## src/logic/z80_bus_pkg.sv

```systemverilog
/*
  Shared types for the Z80-style external bus unit.
  Widths follow the Z80 pins and are not configurable.
  A fetch carries no write byte, so its data field is free for bit 7 of R.
*/
package z80_bus_pkg;

  // Bus cycle requested by the core
  typedef enum logic [2:0] {
    fetch,
    mem_rd,
    mem_wr,
    io_rd,
    io_wr,
    int_ack
  } cycle_kind_e;

  // One request strobe from the core
  typedef struct packed {
    cycle_kind_e kind;
    logic [15:0] addr;
    // Write byte; bit 7 preloads R7 on a fetch
    logic [7:0]  data;
  } bus_req_t;

  // Response strobe back to the core
  typedef struct packed {
    cycle_kind_e kind;
    // Read byte, zero for writes
    logic [7:0]  data;
  } bus_rsp_t;

  // T-states of one machine cycle
  typedef enum logic [2:0] {
    t_idle,
    t1,
    t2,
    tw,
    t3,
    t4
  } t_state_e;

  // Sequencer view shared by the datapath blocks
  typedef struct packed {
    t_state_e    state;
    cycle_kind_e kind;
    // Final T-state of the cycle
    logic        last;
  } bus_timing_t;

  // Waits inserted by the unit itself, before wait_n is looked at
  function automatic logic [1:0] auto_waits(cycle_kind_e kind);
    case (kind)
      io_rd, io_wr: return 2'd1;
      int_ack:      return 2'd2;
      default:      return 2'd0;
    endcase
  endfunction

endpackage

```

## src/logic/bus_sequencer.sv

```systemverilog
/*
  T-state sequencer of the bus unit.
  req_valid must only be strobed while idle is high; there is no back-pressure.
  wait_n is sampled at the end of T2 or of a TW once the automatic waits are spent.
  Nothing advances while cen is low.
*/
`timescale 1ns/1ns

module bus_sequencer import z80_bus_pkg::*; (
  input  logic        clk,
  input  logic        cen,
  input  logic        reset,
  input  logic        req_valid,
  input  bus_req_t    req,
  input  logic        wait_n,
  output logic        idle,
  output logic        load,
  output bus_req_t    latched,
  output bus_timing_t timing
);

  t_state_e   state;
  logic [1:0] wait_cnt;
  logic       accept;
  logic       last;
  logic       long_cycle;

  // Request taken on an enabled edge while idle
  assign accept = cen && idle && req_valid;

  // Fetch and int ack run on into T4
  assign long_cycle = (latched.kind == fetch) || (latched.kind == int_ack);
  assign last = (state == t4) || ((state == t3) && !long_cycle);

  assign timing.state = state;
  assign timing.kind  = latched.kind;
  assign timing.last  = last;

  always_ff @(posedge clk or posedge reset) begin
    if (reset) begin
      state    <= t_idle;
      idle     <= 1'b1;
      load     <= 1'b0;
      wait_cnt <= 2'd0;
      latched  <= '0;
    end else if (cen) begin
      // Load strobe lasts one enabled clock
      load <= accept;
      case (state)
        t_idle: begin
          if (accept) begin
            state    <= t1;
            idle     <= 1'b0;
            latched  <= req;
            wait_cnt <= auto_waits(req.kind);
          end
        end
        t1: state <= t2;
        t2, tw: begin
          if (wait_cnt != 2'd0) begin
            // Automatic wait, wait_n not looked at yet
            state    <= tw;
            wait_cnt <= wait_cnt - 2'd1;
          end else if (!wait_n) begin
            // Target asked for one more TW
            state <= tw;
          end else begin
            state <= t3;
          end
        end
        t3: state <= last ? t_idle : t4;
        t4: state <= t_idle;
        default: state <= t_idle;
      endcase
      // Free again in the clock that carries the response
      if (last) begin
        idle <= 1'b1;
      end
    end
  end

  // Requester error: strobe while a cycle is running
  a_req_only_when_idle: assert property (
    @(posedge clk) disable iff (reset) req_valid |-> idle
  ) else $error("req_valid while bus unit busy");

  // Idle flag and T-state must agree
  a_idle_matches_state: assert property (
    @(posedge clk) disable iff (reset) idle == (state == t_idle)
  ) else $error("idle flag out of step with T-state");

endmodule

```

## src/logic/bus_strobe_gen.sv

```systemverilog
/*
  Registered Z80 control strobes.
  Each pin follows the T-state of the previous enabled clock.
  All strobes default high and are pulled low by kind and T-state.
*/
`timescale 1ns/1ns

module bus_strobe_gen import z80_bus_pkg::*; (
  input  logic        clk,
  input  logic        cen,
  input  logic        reset,
  input  bus_timing_t timing,
  output logic        m1_n,
  output logic        mreq_n,
  output logic        iorq_n,
  output logic        rd_n,
  output logic        wr_n,
  output logic        rfsh_n
);

  logic m1_cycle;
  logic data_phase;

  // Opcode fetch and int ack are both M1 cycles
  assign m1_cycle = (timing.kind == fetch) || (timing.kind == int_ack);
  // T2 and every TW carry the read or write strobe
  assign data_phase = (timing.state == t2) || (timing.state == tw);

  always_ff @(posedge clk or posedge reset) begin
    if (reset) begin
      m1_n   <= 1'b1;
      mreq_n <= 1'b1;
      iorq_n <= 1'b1;
      rd_n   <= 1'b1;
      wr_n   <= 1'b1;
      rfsh_n <= 1'b1;
    end else if (cen) begin
      m1_n   <= 1'b1;
      mreq_n <= 1'b1;
      iorq_n <= 1'b1;
      rd_n   <= 1'b1;
      wr_n   <= 1'b1;
      rfsh_n <= 1'b1;
      // M1 held through T1, T2 and any waits
      if (m1_cycle && ((timing.state == t1) || data_phase)) begin
        m1_n <= 1'b0;
      end
      if (data_phase) begin
        case (timing.kind)
          fetch, mem_rd: begin
            mreq_n <= 1'b0;
            rd_n   <= 1'b0;
          end
          mem_wr: begin
            mreq_n <= 1'b0;
            wr_n   <= 1'b0;
          end
          io_rd: begin
            iorq_n <= 1'b0;
            rd_n   <= 1'b0;
          end
          io_wr: begin
            iorq_n <= 1'b0;
            wr_n   <= 1'b0;
          end
          // Vector read by iorq with m1, no rd
          int_ack: iorq_n <= 1'b0;
          default: ;
        endcase
      end
      // Refresh half of a fetch
      if ((timing.kind == fetch) && ((timing.state == t3) || (timing.state == t4))) begin
        mreq_n <= 1'b0;
        rfsh_n <= 1'b0;
      end
    end
  end

  // Memory and I/O space never selected at once
  a_mreq_iorq_exclusive: assert property (
    @(posedge clk) disable iff (reset) mreq_n || iorq_n
  ) else $error("mreq_n and iorq_n low together");

  a_rd_wr_exclusive: assert property (
    @(posedge clk) disable iff (reset) rd_n || wr_n
  ) else $error("rd_n and wr_n low together");

endmodule

```

## src/logic/bus_address_path.sv

```systemverilog
/*
  Address register, refresh counter and address pin mux.
  The refresh high byte is the request's high byte, standing in for the I register.
  R7 is preloaded from bit 7 of a fetch's data field and never counts.
*/
`timescale 1ns/1ns

module bus_address_path import z80_bus_pkg::*; (
  input  logic        clk,
  input  logic        cen,
  input  logic        reset,
  input  logic        load,
  input  bus_req_t    latched,
  input  bus_timing_t timing,
  output logic [15:0] addr_bus
);

  logic [15:0] addr_reg;
  logic [15:0] addr_next;
  logic [6:0]  rfsh_cnt;
  logic        r7;
  logic        refresh_phase;

  // T3 and T4 of a fetch put the refresh address out
  assign refresh_phase = (timing.kind == fetch) &&
                         ((timing.state == t3) || (timing.state == t4));

  // Bypass so the new address leaves with the load
  assign addr_next = load ? latched.addr : addr_reg;

  always_ff @(posedge clk or posedge reset) begin
    if (reset) begin
      addr_reg <= 16'h0000;
      addr_bus <= 16'h0000;
      rfsh_cnt <= 7'd0;
      r7       <= 1'b0;
    end else if (cen) begin
      if (load) begin
        addr_reg <= latched.addr;
      end
      if (load && (latched.kind == fetch)) begin
        r7 <= latched.data[7];
      end
      // Low 7 bits step once per fetch, wrap at 128
      if (refresh_phase && (timing.state == t4)) begin
        rfsh_cnt <= rfsh_cnt + 7'd1;
      end
      if (refresh_phase) begin
        addr_bus <= {addr_reg[15:8], r7, rfsh_cnt};
      end else begin
        addr_bus <= addr_next;
      end
    end
  end

endmodule

```

## src/logic/bus_data_path.sv

```systemverilog
/*
  Write data hold, read capture and response strobe.
  dout keeps the request byte until the next request is loaded.
  di is sampled at the end of T3, the clock in which rd_n shows the last data phase.
  rsp_valid is a one-clock strobe; the requester has to take it.
*/
`timescale 1ns/1ns

module bus_data_path import z80_bus_pkg::*; (
  input  logic        clk,
  input  logic        cen,
  input  logic        reset,
  input  logic [7:0]  di,
  input  logic        load,
  input  bus_req_t    latched,
  input  bus_timing_t timing,
  output logic [7:0]  dout,
  output logic        rsp_valid,
  output bus_rsp_t    rsp
);

  logic [7:0] rd_byte;
  logic [7:0] rd_next;
  logic       is_write;
  logic       capture;

  assign is_write = (timing.kind == mem_wr) || (timing.kind == io_wr);
  // Every other kind reads a byte, vector included
  assign capture = (timing.state == t3) && !is_write;
  // Memory and I/O reads end in T3, so the byte goes straight out
  assign rd_next = capture ? di : rd_byte;

  always_ff @(posedge clk or posedge reset) begin
    if (reset) begin
      dout      <= 8'h00;
      rsp_valid <= 1'b0;
    end else begin
      // One clock only, even if cen drops after
      rsp_valid <= cen && timing.last;
      if (cen && load) begin
        dout <= latched.data;
      end
    end
  end

  // Read byte and response payload
  always_ff @(posedge clk) begin
    if (cen) begin
      if (capture) begin
        rd_byte <= di;
      end
      if (timing.last) begin
        rsp.kind <= timing.kind;
        rsp.data <= is_write ? 8'h00 : rd_next;
      end
    end
  end

endmodule

```

## src/logic/z80_bus_unit.sv

```systemverilog
/*
  Z80-style external bus unit.
  One request strobe per cycle, accepted only while idle is high.
  Pins are registered and lag the internal T-state by one clock.
  No busrq/busak, halt or tristate handling.
*/
`timescale 1ns/1ns

module z80_bus_unit import z80_bus_pkg::*; (
  input  logic        clk,
  input  logic        cen,
  input  logic        reset,
  input  logic        req_valid,
  input  bus_req_t    req,
  input  logic [7:0]  di,
  input  logic        wait_n,
  output logic        idle,
  output logic        rsp_valid,
  output bus_rsp_t    rsp,
  output logic [15:0] addr_bus,
  output logic [7:0]  dout,
  output logic        m1_n,
  output logic        mreq_n,
  output logic        iorq_n,
  output logic        rd_n,
  output logic        wr_n,
  output logic        rfsh_n
);

  logic        load;
  bus_req_t    latched;
  bus_timing_t timing;

  // Cycle control
  bus_sequencer u_sequencer (
    .clk       (clk),
    .cen       (cen),
    .reset     (reset),
    .req_valid (req_valid),
    .req       (req),
    .wait_n    (wait_n),
    .idle      (idle),
    .load      (load),
    .latched   (latched),
    .timing    (timing)
  );

  // Control pins
  bus_strobe_gen u_strobe_gen (
    .clk    (clk),
    .cen    (cen),
    .reset  (reset),
    .timing (timing),
    .m1_n   (m1_n),
    .mreq_n (mreq_n),
    .iorq_n (iorq_n),
    .rd_n   (rd_n),
    .wr_n   (wr_n),
    .rfsh_n (rfsh_n)
  );

  // Address pins and refresh
  bus_address_path u_address_path (
    .clk      (clk),
    .cen      (cen),
    .reset    (reset),
    .load     (load),
    .latched  (latched),
    .timing   (timing),
    .addr_bus (addr_bus)
  );

  // Data pins and response
  bus_data_path u_data_path (
    .clk       (clk),
    .cen       (cen),
    .reset     (reset),
    .di        (di),
    .load      (load),
    .latched   (latched),
    .timing    (timing),
    .dout      (dout),
    .rsp_valid (rsp_valid),
    .rsp       (rsp)
  );

endmodule

```

## config.mk

```make
export PLATFORM = sky130hd
export DESIGN_NAME = z80_bus_unit
export DESIGN_NICKNAME = d
export VERILOG_FILES = /design/src/logic/z80_bus_pkg.sv /design/src/logic/bus_sequencer.sv /design/src/logic/bus_strobe_gen.sv /design/src/logic/bus_address_path.sv /design/src/logic/bus_data_path.sv /design/src/logic/z80_bus_unit.sv
export SDC_FILE = /design/constraint.sdc
export NUM_CORES = 1
export LEC_CHECK = 0
export BUFFER_PORTS_ARGS = -buffer_cell sky130_fd_sc_hd__buf_4
export CAP_MARGIN = 25
export CORE_MARGIN = 5
export CORE_UTILIZATION = 25
export DETAILED_ROUTE_END_ITERATION = 12
export GPL_TIMING_DRIVEN = 1
export HOLD_SLACK_MARGIN = 0.02
export PLACE_DENSITY = 0.39
export SLEW_MARGIN = 10
export SYNTH_ARGS = -nofsm -noshare
export SYNTH_HDL_FRONTEND = slang
export SYNTH_SLANG_ARGS = --single-unit
```

## constraint.sdc

```tcl
create_clock -name clk -period 5.29 [get_ports clk]
set_input_delay 0.2645 -clock clk [delete_from_list [all_inputs] [get_ports clk]]
set_output_delay 0.2645 -clock clk [all_outputs]
set_load 0.01 [all_outputs]
```

==> metrics, run 1 <==
Hold WC Path Type=primary input to async pin; vias post-DR=2845; CTS H-tree lvls=3; initial antenna violation count=0; internal cell power=about 0.0021 W; Core ar.=approximately 19000 µm²; Fmax=about 420 MHz; wire length of the first global-routing pass=16910 µm; final hold vios=0; sw power=0.0009581 W; worst-case clock buffer depth=2; Max Slew Vio Count=0; syn avg cell area=14.12 µm²; dpl cells=632; Final nets=451; max cap viols=0; max FFs per register=27; fin crit share=between 40% and 50%; ys async rst share=82.41%; Post-Route WL=10310 µm; most area-consuming cells after synthesis=dfrtp_1 44%, mux2_2 18%, edfxtp_1 12%; global-route usage over all layers=9.878%; Post-Synthesis Cells=332; Remaining Overflow, GRT=0; sw frac=a little under a third; placer's final routability congestion estimate=between 0.7 and 0.8; die width=147.0 µm; relative slew slack=41.24%; Critical Path Fanout Max=13; fraction of layout instances using a drive strength above 1=46.62%; Reg area=roughly 2800 µm²; First-pass DRT Iterations=4; Avg Vias per Cell=4.390; synth cell count leaders=82 x dfrtp_1, 75 x mux2_2, 19 x edfxtp_1; CTS tree=done; EDFF count, synth=19; outcome=complete, no violations; post-CTS setup buffer count=0; Die Ht=between 100 and 150 µm; Area Overhead vs Synth=24.79%; Residual DRC=0; post-route insts no fill=648; Synthesis Warnings=0; # IOs=83; most frequent cell after synthesis=dfrtp_1; #FFs+latches synth=108; dpl hpwl=7062 µm; root buf cell=clkbuf_16; critical path required time=5.37 ns; Skew-Pair Late Insertion Delay=0.35 ns; Multi-input gate area=1744 µm²; final setup fails=0; number of hold buffers added after cts=0; RSZ-0062 raised after global routing=false; leading area contributor after synthesis=dfrtp_1; minimum clock period=between 2 and 2.5 ns; CP Capture Type=flop; part of the power in registers=46.2%; ys flop type=dfrtp_1; Leakage Power=2.561 nW; Distinct cells, synth=47; CP Launch Type=flop; maximum vdd drop=~0.00018 V; R2R Setup Slk=2.93 ns; CTS clock-pin slew for the worst setup and hold paths=approximately 0.08 ns; Slew @ Worst Pin=just under 0.9 ns; Power Dens Cells=521.8 nW/µm²; Routed WL per cell=~16 µm; Mapped Area=4689 µm²; Clock Sinks=108; DRT iter0 DRCs=120; Max Clock Skew=0.007133 ns; Inserted Clock Buffers=9; fillers=1889; largest net degree at the start of global routing=55; number of global-route vias before repair=~3k; register area share after synthesis=between 50% and 60%; clock power share=roughly a quarter; Critical Path AT=2.44 ns; antenna viol nets, final=0; WS Path Type=flop to flop; combinational group share of total power=30.3%; row cnt=50; syn_nets=374; I/O Buffers=82; top-area cell type share of the netlist area=between 40% and 50%; PostCTS Resize Cnt=0; n_diodes=0; die area=21600 µm²; Initial Util=25.24%; Final TNS setup=0 ns
[through the flow]
step / utilization, % / worst slack [ns] / total power, W / area (µm²) / hold WS (ns)
2_1_floorplan: - / 2.730 / 0.002023 / 4690 / 0.3770
5_1_grt: 31.49 / 2.776 / 0.003272 / 5852 / 0.07401
3_3_place_gp: 29.65 / 2.757 / 0.002358 / 5509 / 0.4182
6_report: 31.49 / 2.926 / 0.003054 / 5852 / 0.01040
4_1_cts: 31.49 / 2.909 / 0.003115 / 5852 / 0.02810
3_5_place_dp: 29.80 / 2.653 / 0.002383 / 5537 / 0.4215
[worst paths after layout]
path / start / endpoint / cells after the start
worst max-delay path: u_sequencer.state[1] / u_data_path.rsp[2] / 4
worst min-delay path: reset / u_sequencer.latched[3] / 2
worst max register to register: u_sequencer.state[1] / u_data_path.rsp[2] / 4
worst min register to register: u_address_path.rfsh_cnt[6] / u_address_path.rfsh_cnt[6] / 1
max in group asynchronous: reset / u_sequencer.latched[25] / 3
min in group clk: req[6] / u_sequencer.latched[6] / 2
[worst max-delay path, stage by stage, from the launching register on]
cell,delay [ns]
dfrtp_1,0.55
nor2b_1,0.76
o211ai_4,0.30
mux2_2,0.35
nor2b_1,0.13
[per-layer routing]
metal / global-route usage (%) / vias to the layer above / part of all wire, %
met5: 0 / - / 0
met3: 3.300 / 8 / 5.3
met4: 2.796 / 0 / 1.2
met1: 13.04 / 1430 / 47
li1: - / 1345 / -
met2: 15.56 / 62 / 47
[final cells by class]
class	count	area share (%)
Clock inverter	6	1.304
Tap cell	234	5.003
Multi-Input combinational cell	196	29.81
Sequential cell	108	47.96
Inverter	9	0.5987
Clock buffer	10	4.084
Timing Repair Buffer	85	11.25
[kinds of logic after synthesis]
group | count (synthesis) | synth area share (%)
fa+ha+maj | 2 | 0.5335
xor+xnor | 8 | 1.494
buf+inv | 28 | 3.148
simple gates | 57 | 6.670
mux | 93 | 22.17
flops | 108 | 59.85
compound gates | 36 | 6.137
[cell usage in the layout, fill, tap and decap left out, types with 2 or more instances in the layout]
cell	instances
xnor2_1	7
o32a_1	2
inv_1	8
inv_6	3
dfstp_2	7
clkbuf_16	9
o21ai_0	3
o22ai_1	4
nand2_1	9
mux2_2	75
ha_1	2
nand3_1	6
nor2_1	17
buf_4	84
mux2i_1	9
nand4_1	2
a31oi_1	4
dfrtp_1	82
nand2b_1	4
nor2b_1	11
a21oi_1	11
edfxtp_1	19
mux2_1	8
[power groups by stage]
stage          Clock (W)  Sequential (W)  Combinational, W
2_1_floorplan          0         0.00137          0.000656
3_3_place_gp           0         0.00143          0.000925
3_5_place_dp           0         0.00144          0.000947
4_1_cts         0.000743         0.00142          0.000952
5_1_grt         0.000774         0.00146           0.00103
6_report        0.000715         0.00141          0.000926
(Power assumes the default switching activity.)
==> run 2, diff against run 1 <==
Settings changed: PLACE_DENSITY 0.39 to 0.4.
Clock period 5.29 ns to 2.15 ns, I/O delays scaled along.
==> run 2 against run 1 <==
Effect of this change: setup slack lost 2.6 ns; maximum frequency grew 26%; flip-flop and latch count is the same; hold slack gained 0.038 ns; core utilization grew 1.6 points; critical path type unchanged; critical endpoint is now u_data_path.rsp[4]; largest power group unchanged.
==> metrics, run 2 (synthesized netlist as in run 1, its figures left out) <==
critical path required time=between 2 and 2.5 ns; Core ar.=18580 µm²; commonest non-fill, non-tap cell in the layout=buf_4; Fmax=534.7 MHz; die width=roughly 150 µm; final hold vios=0; relative slew slack=between 50% and 60%; Critical Path Fanout Max=8; max cap viols=0; Die Ht=147.0 µm; slowest cell on the critical path=dfrtp_1; Hold WC Path Type=primary input to flop; RSZ-0062 raised after global routing=false; Critical Path AT=1.96 ns; CTS clock-pin slew for the worst setup and hold paths=~0.080 ns; Max Clock Skew=0.006471 ns; Inserted Clock Buffers=9; Leakage Power=between 2 and 3 nW; CP Launch Type=flop; Post-Route WL=~11000 µm; WS Path Type=flop to flop; Routed WL per cell=15.73 µm; CTS H-tree lvls=3; row cnt=50; GR met2 Demand/Resource=16.78%; number of global-route vias before repair=3214; Final nets=485; Max Slew Vio Count=0; die area=21600 µm²; max FFs per register=27; outcome=complete, no violations; largest net degree at the start of global routing=90; CP Capture Type=flop; antenna viol nets, final=0; First-pass DRT Iterations=4; worst-case clock buffer depth=2; final setup fails=0; CTS tree=done; crit path cell chain=xnor2_1 -> o211ai_4 -> mux2_2 -> nor2b_1; maximum vdd drop=slightly above 0.0005 V; Hold WS=0.04846 ns; DRT iter0 DRCs=165; Final TNS setup=0 ns; commonest non-fill, non-tap cells in the layout=90 x buf_4, 82 x dfrtp_1, 75 x mux2_2; placer's final routability congestion estimate=0.7151; global-route usage over all layers=10.41%; fraction of layout instances using a drive strength above 1=between 40% and 50%; vias post-DR=3009; Clock Sinks=between 100 and 150; dpl hpwl=just over 7000 µm; GRT busiest layer=met2; Skew-Pair Late Insertion Delay=around 0.35 ns; I/O Buffers=82; met3 global-route usage=around 2.3%; Slew @ Worst Pin=between 0.6 and 0.7 ns; Remaining Overflow, GRT=0; Power Dens Cells=roughly 1200 nW/µm²; # IOs=83; minimum clock period=1.870 ns; n_diodes=0; root buf cell=clkbuf_16; GR Util met1=13.75%; fin crit share=86.99%; Residual DRC=0; Worst path max stage delay=around 0.55 ns; Initial Util=between 20% and 30%; Area Overhead vs Synth=31.14%; Avg Vias per Cell=around 4.4; initial antenna violation count=0; PostCTS Resize Cnt=0; R2R Setup Slk=0.28 ns; wire length of the first global-routing pass=17700 µm
run 2: changes by cell type in the layout (fill, tap and decap cells not counted):
cell and change:
dlygate4sd3_1 +28, clkinv_4 -1, bufinv_16 -1, buf_4 +6, buf_16 -1, clkinv_2 -1, clkinvlp_4 +2, inv_6 +1
buf_12 +1
run 2: layout make-up:
class | instances | area, µm²
Fill cell | 1849 | 12430
Inverter | 9 | 37.54
Tap cell | 234 | 292.8
Timing Repair Buffer | 119 | 975.9
Multi-Input combinational cell | 196 | 1744
Clock buffer | 10 | 239.0
Sequential cell | 108 | 2806
Clock inverter | 6 | 53.80
run 2: worst paths after layout:
check / startpoint / to / cells past startpoint
max: u_sequencer.latched[26] / u_data_path.rsp[4] / 4
min: cen / u_strobe_gen.rfsh_n / 2
max reg2reg: u_sequencer.latched[26] / u_data_path.rsp[4] / 4
min reg2reg: u_address_path.rfsh_cnt[6] / u_address_path.rfsh_cnt[6] / 1
max in group asynchronous: reset / u_strobe_gen.rfsh_n / 4
min in group asynchronous: reset / u_address_path.rfsh_cnt[4] / 4
run 2: timing repair:
action                    CTS  global route
hold endpoints to repair  109             0
hold buffers               28             0
setup buffers               0             0
run 2: metrics by stage:
step / util [%] / cell area (µm²) / instances / power (W) / setup WS, ns
3_3_place_gp: 30.01 / 5577 / 638 / 0.005844 / 0.3010
5_1_grt: 33.10 / 6150 / 682 / 0.008056 / 0.1550
4_1_cts: 33.10 / 6150 / 682 / 0.007664 / 0.2435
2_1_floorplan: - / 4693 / 332 / 0.004979 / 0.4548
3_5_place_dp: 30.01 / 5577 / 638 / 0.005901 / 0.2561
6_report: 33.10 / 6150 / 682 / 0.007493 / 0.2797
run 2: power breakdown:
| group | internal [W] | switching (W) | leakage (nW) |
|---|---|---|---|
| clock network | 0.000845 | 0.000822 | 0.142 |
| registers | 0.00289 | 0.000542 | 1.28 |
| logic | 0.00137 | 0.00102 | 1.27 |
run 2: critical path, delay by kind of cell, from the launching register on:
| kind | cells | cell delay, ns |
|---|---|---|
| AO/OA/AOI/OAI | 1 | 0.34 |
| XOR/XNOR | 1 | 0.19 |
| flip-flops | 1 | 0.55 |
| multiplexers | 1 | 0.39 |
| AND/OR/NAND/NOR | 1 | 0.13 |
run 2: layer usage:
metal / vias up / part of all wire (%)
met2: 64 / 48
met3: 13 / 4.3
met4: 0 / 1.6
met1: 1512 / 46
li1: 1420 / -
met5: - / 0
==> run 3, diff against run 2 <==
Settings changed: CORE_UTILIZATION 25 to 50, PLACE_DENSITY 0.4 to 0.72.
==> run 3 against run 2 <==
Effect of this change: combinational power fell by 2%; core utilization rose by 31 points; power fell by 8.1%; die area fell by 47%; highest routed layer unchanged.
==> metrics, run 3 (synthesized netlist as in run 1, its figures left out) <==
outcome=complete, no violations; Area Overhead vs Synth=25.29%; max FFs per register=27; fin crit share=87.53%; Reg area=about 2800 µm²; root buf cell=clkbuf_8; Final nets=485; final setup fails=0; Hold WC Path Type=primary input to flop; Multi-input gate area=1744 µm²; r2r startpoint=u_sequencer.latched[26]; vias post-DR=2957; maximum vdd drop=0.0005603 V; CP Capture Type=flop; commonest non-fill, non-tap cell in the layout=buf_4; Max Clock Skew=0.01585 ns; # IOs=83; minimum clock period=1.882 ns; critical path required time=2.24 ns; Util after Layout=63.89%; Skew-Pair Late Insertion Delay=roughly 0.36 ns; Core ar.=9196 µm²; n_diodes=0; fillers=703; Post-Route WL=9111 µm; Inserted Clock Buffers=9; die width=106.8 µm; fraction of layout instances using a drive strength above 1=43.97%; placer's final routability congestion estimate=0.7763; Final TNS setup=0 ns; Worst path max stage delay=0.56 ns; setup ws final=0.2680 ns; row cnt=35; Power Dens Cells=between 1000 and 1500 nW/µm²; final hold vios=0; r2r endpoint=u_data_path.rsp[1]; dpl hpwl=between 6000 and 7000 µm; Remaining Overflow, GRT=0; CTS tree=done; commonest non-fill, non-tap cells in the layout=89 x buf_4, 82 x dfrtp_1, 75 x mux2_2; hold depth=2; Max Slew Vio Count=0; crit path cell chain=xnor2_1 -> o211ai_4 -> mux2_2 -> nor2b_1; post-CTS setup buffer count=0; hold path startpoint=di[4]; antenna viol nets, final=0; global-route usage over all layers=approximately 17%; Initial Util=50.99%; Leakage Power=about 2.6 nW; Power, Total=0.006889 W; I/O Buffers=82; DRT iter0 DRCs=130; number of global-route vias before repair=3083; Slew @ Worst Pin=between 0.6 and 0.7 ns; R2R Setup Slk=0.27 ns; slowest cell on the critical path=dfrtp_1; Reg2Reg Depth=4; initial antenna violation count=0; worst-case clock buffer depth=2; largest net degree at the start of global routing=90; Critical Path Fanout Max=8; First-pass DRT Iterations=4; max cap viols=0; Avg Vias per Cell=5.290; Critical Path AT=1.97 ns; WS Path Type=flop to flop; die area=11420 µm²; Residual DRC=0; Fmax=531.3 MHz; Die Ht=106.8 µm; relative slew slack=between 50 and 60%; CTS clock-pin slew for the worst setup and hold paths=0.11 ns; Routed WL per cell=16.30 µm; CTS H-tree lvls=3; CP Launch Type=flop; wire length of the first global-routing pass=15180 µm; RSZ-0062 raised after global routing=false; Worst Hold End=u_data_path.rd_byte[4]; Setup Slack @ Placement=~0.27 ns; Clock Sinks=108
[run 3: power by group]
part           internal, W  switching, W
registers          0.00288      0.000548
logic              0.00135      0.000992
clock network     0.000439      0.000677
[run 3: per-layer routing]
metal	track usage [%]	vias up	routed length, µm
li1	-	1406	-
met1	21.94	1489	4005
met2	28.37	57	4672
met3	3.913	5	384
met4	3.196	0	50
met5	0	-	0
[run 3: timing repair]
action / in CTS / in global routing
hold buffers: 29 / 0
gates resized for setup: 0 / 0
hold endpoints to repair: 110 / 0
[run 3: worst max-delay path: cells and delay by family (launching register included)]
kind            cells  cell delay (ns)
compound gates      1             0.34
flops               1             0.56
xor+xnor            1             0.19
simple gates        1             0.13
mux                 1             0.39
[run 3: per-stage QoR]
step / cells / hold slack (ns) / cell area [µm²]
after detailed placement: 514 / 0.2836 / 5415
after global routing: 559 / 0.04050 / 5876
after CTS: 559 / 0.04810 / 5876
final: 559 / 0.05248 / 5876
after global placement: 514 / 0.2823 / 5415
after floorplan: 332 / 0.2200 / 4693
[run 3: worst max path at each step]
stage / startpoint / end / slack (ns)
after CTS: u_sequencer.latched[26] / u_data_path.rsp[7] / 0.26
after detailed placement: u_sequencer.latched[26] / u_data_path.rsp[7] / 0.27
after floorplan: u_sequencer.latched[25] / u_data_path.rsp[0] / 0.45
after global placement: u_sequencer.latched[26] / u_data_path.rsp[5] / 0.34
final: u_sequencer.latched[26] / u_data_path.rsp[1] / 0.27
after global routing: u_sequencer.latched[25] / u_data_path.rsp[1] / 0.19
[run 3: area by class of cell]
class | count | area share (%)
sequential | 108 | 47.76
timing repair buffer | 119 | 16.65
inverter | 9 | 0.6388
clock buffer | 11 | 2.300
multi-input combinational | 196 | 29.68
tap | 111 | 2.364
clock inverter | 5 | 0.5963
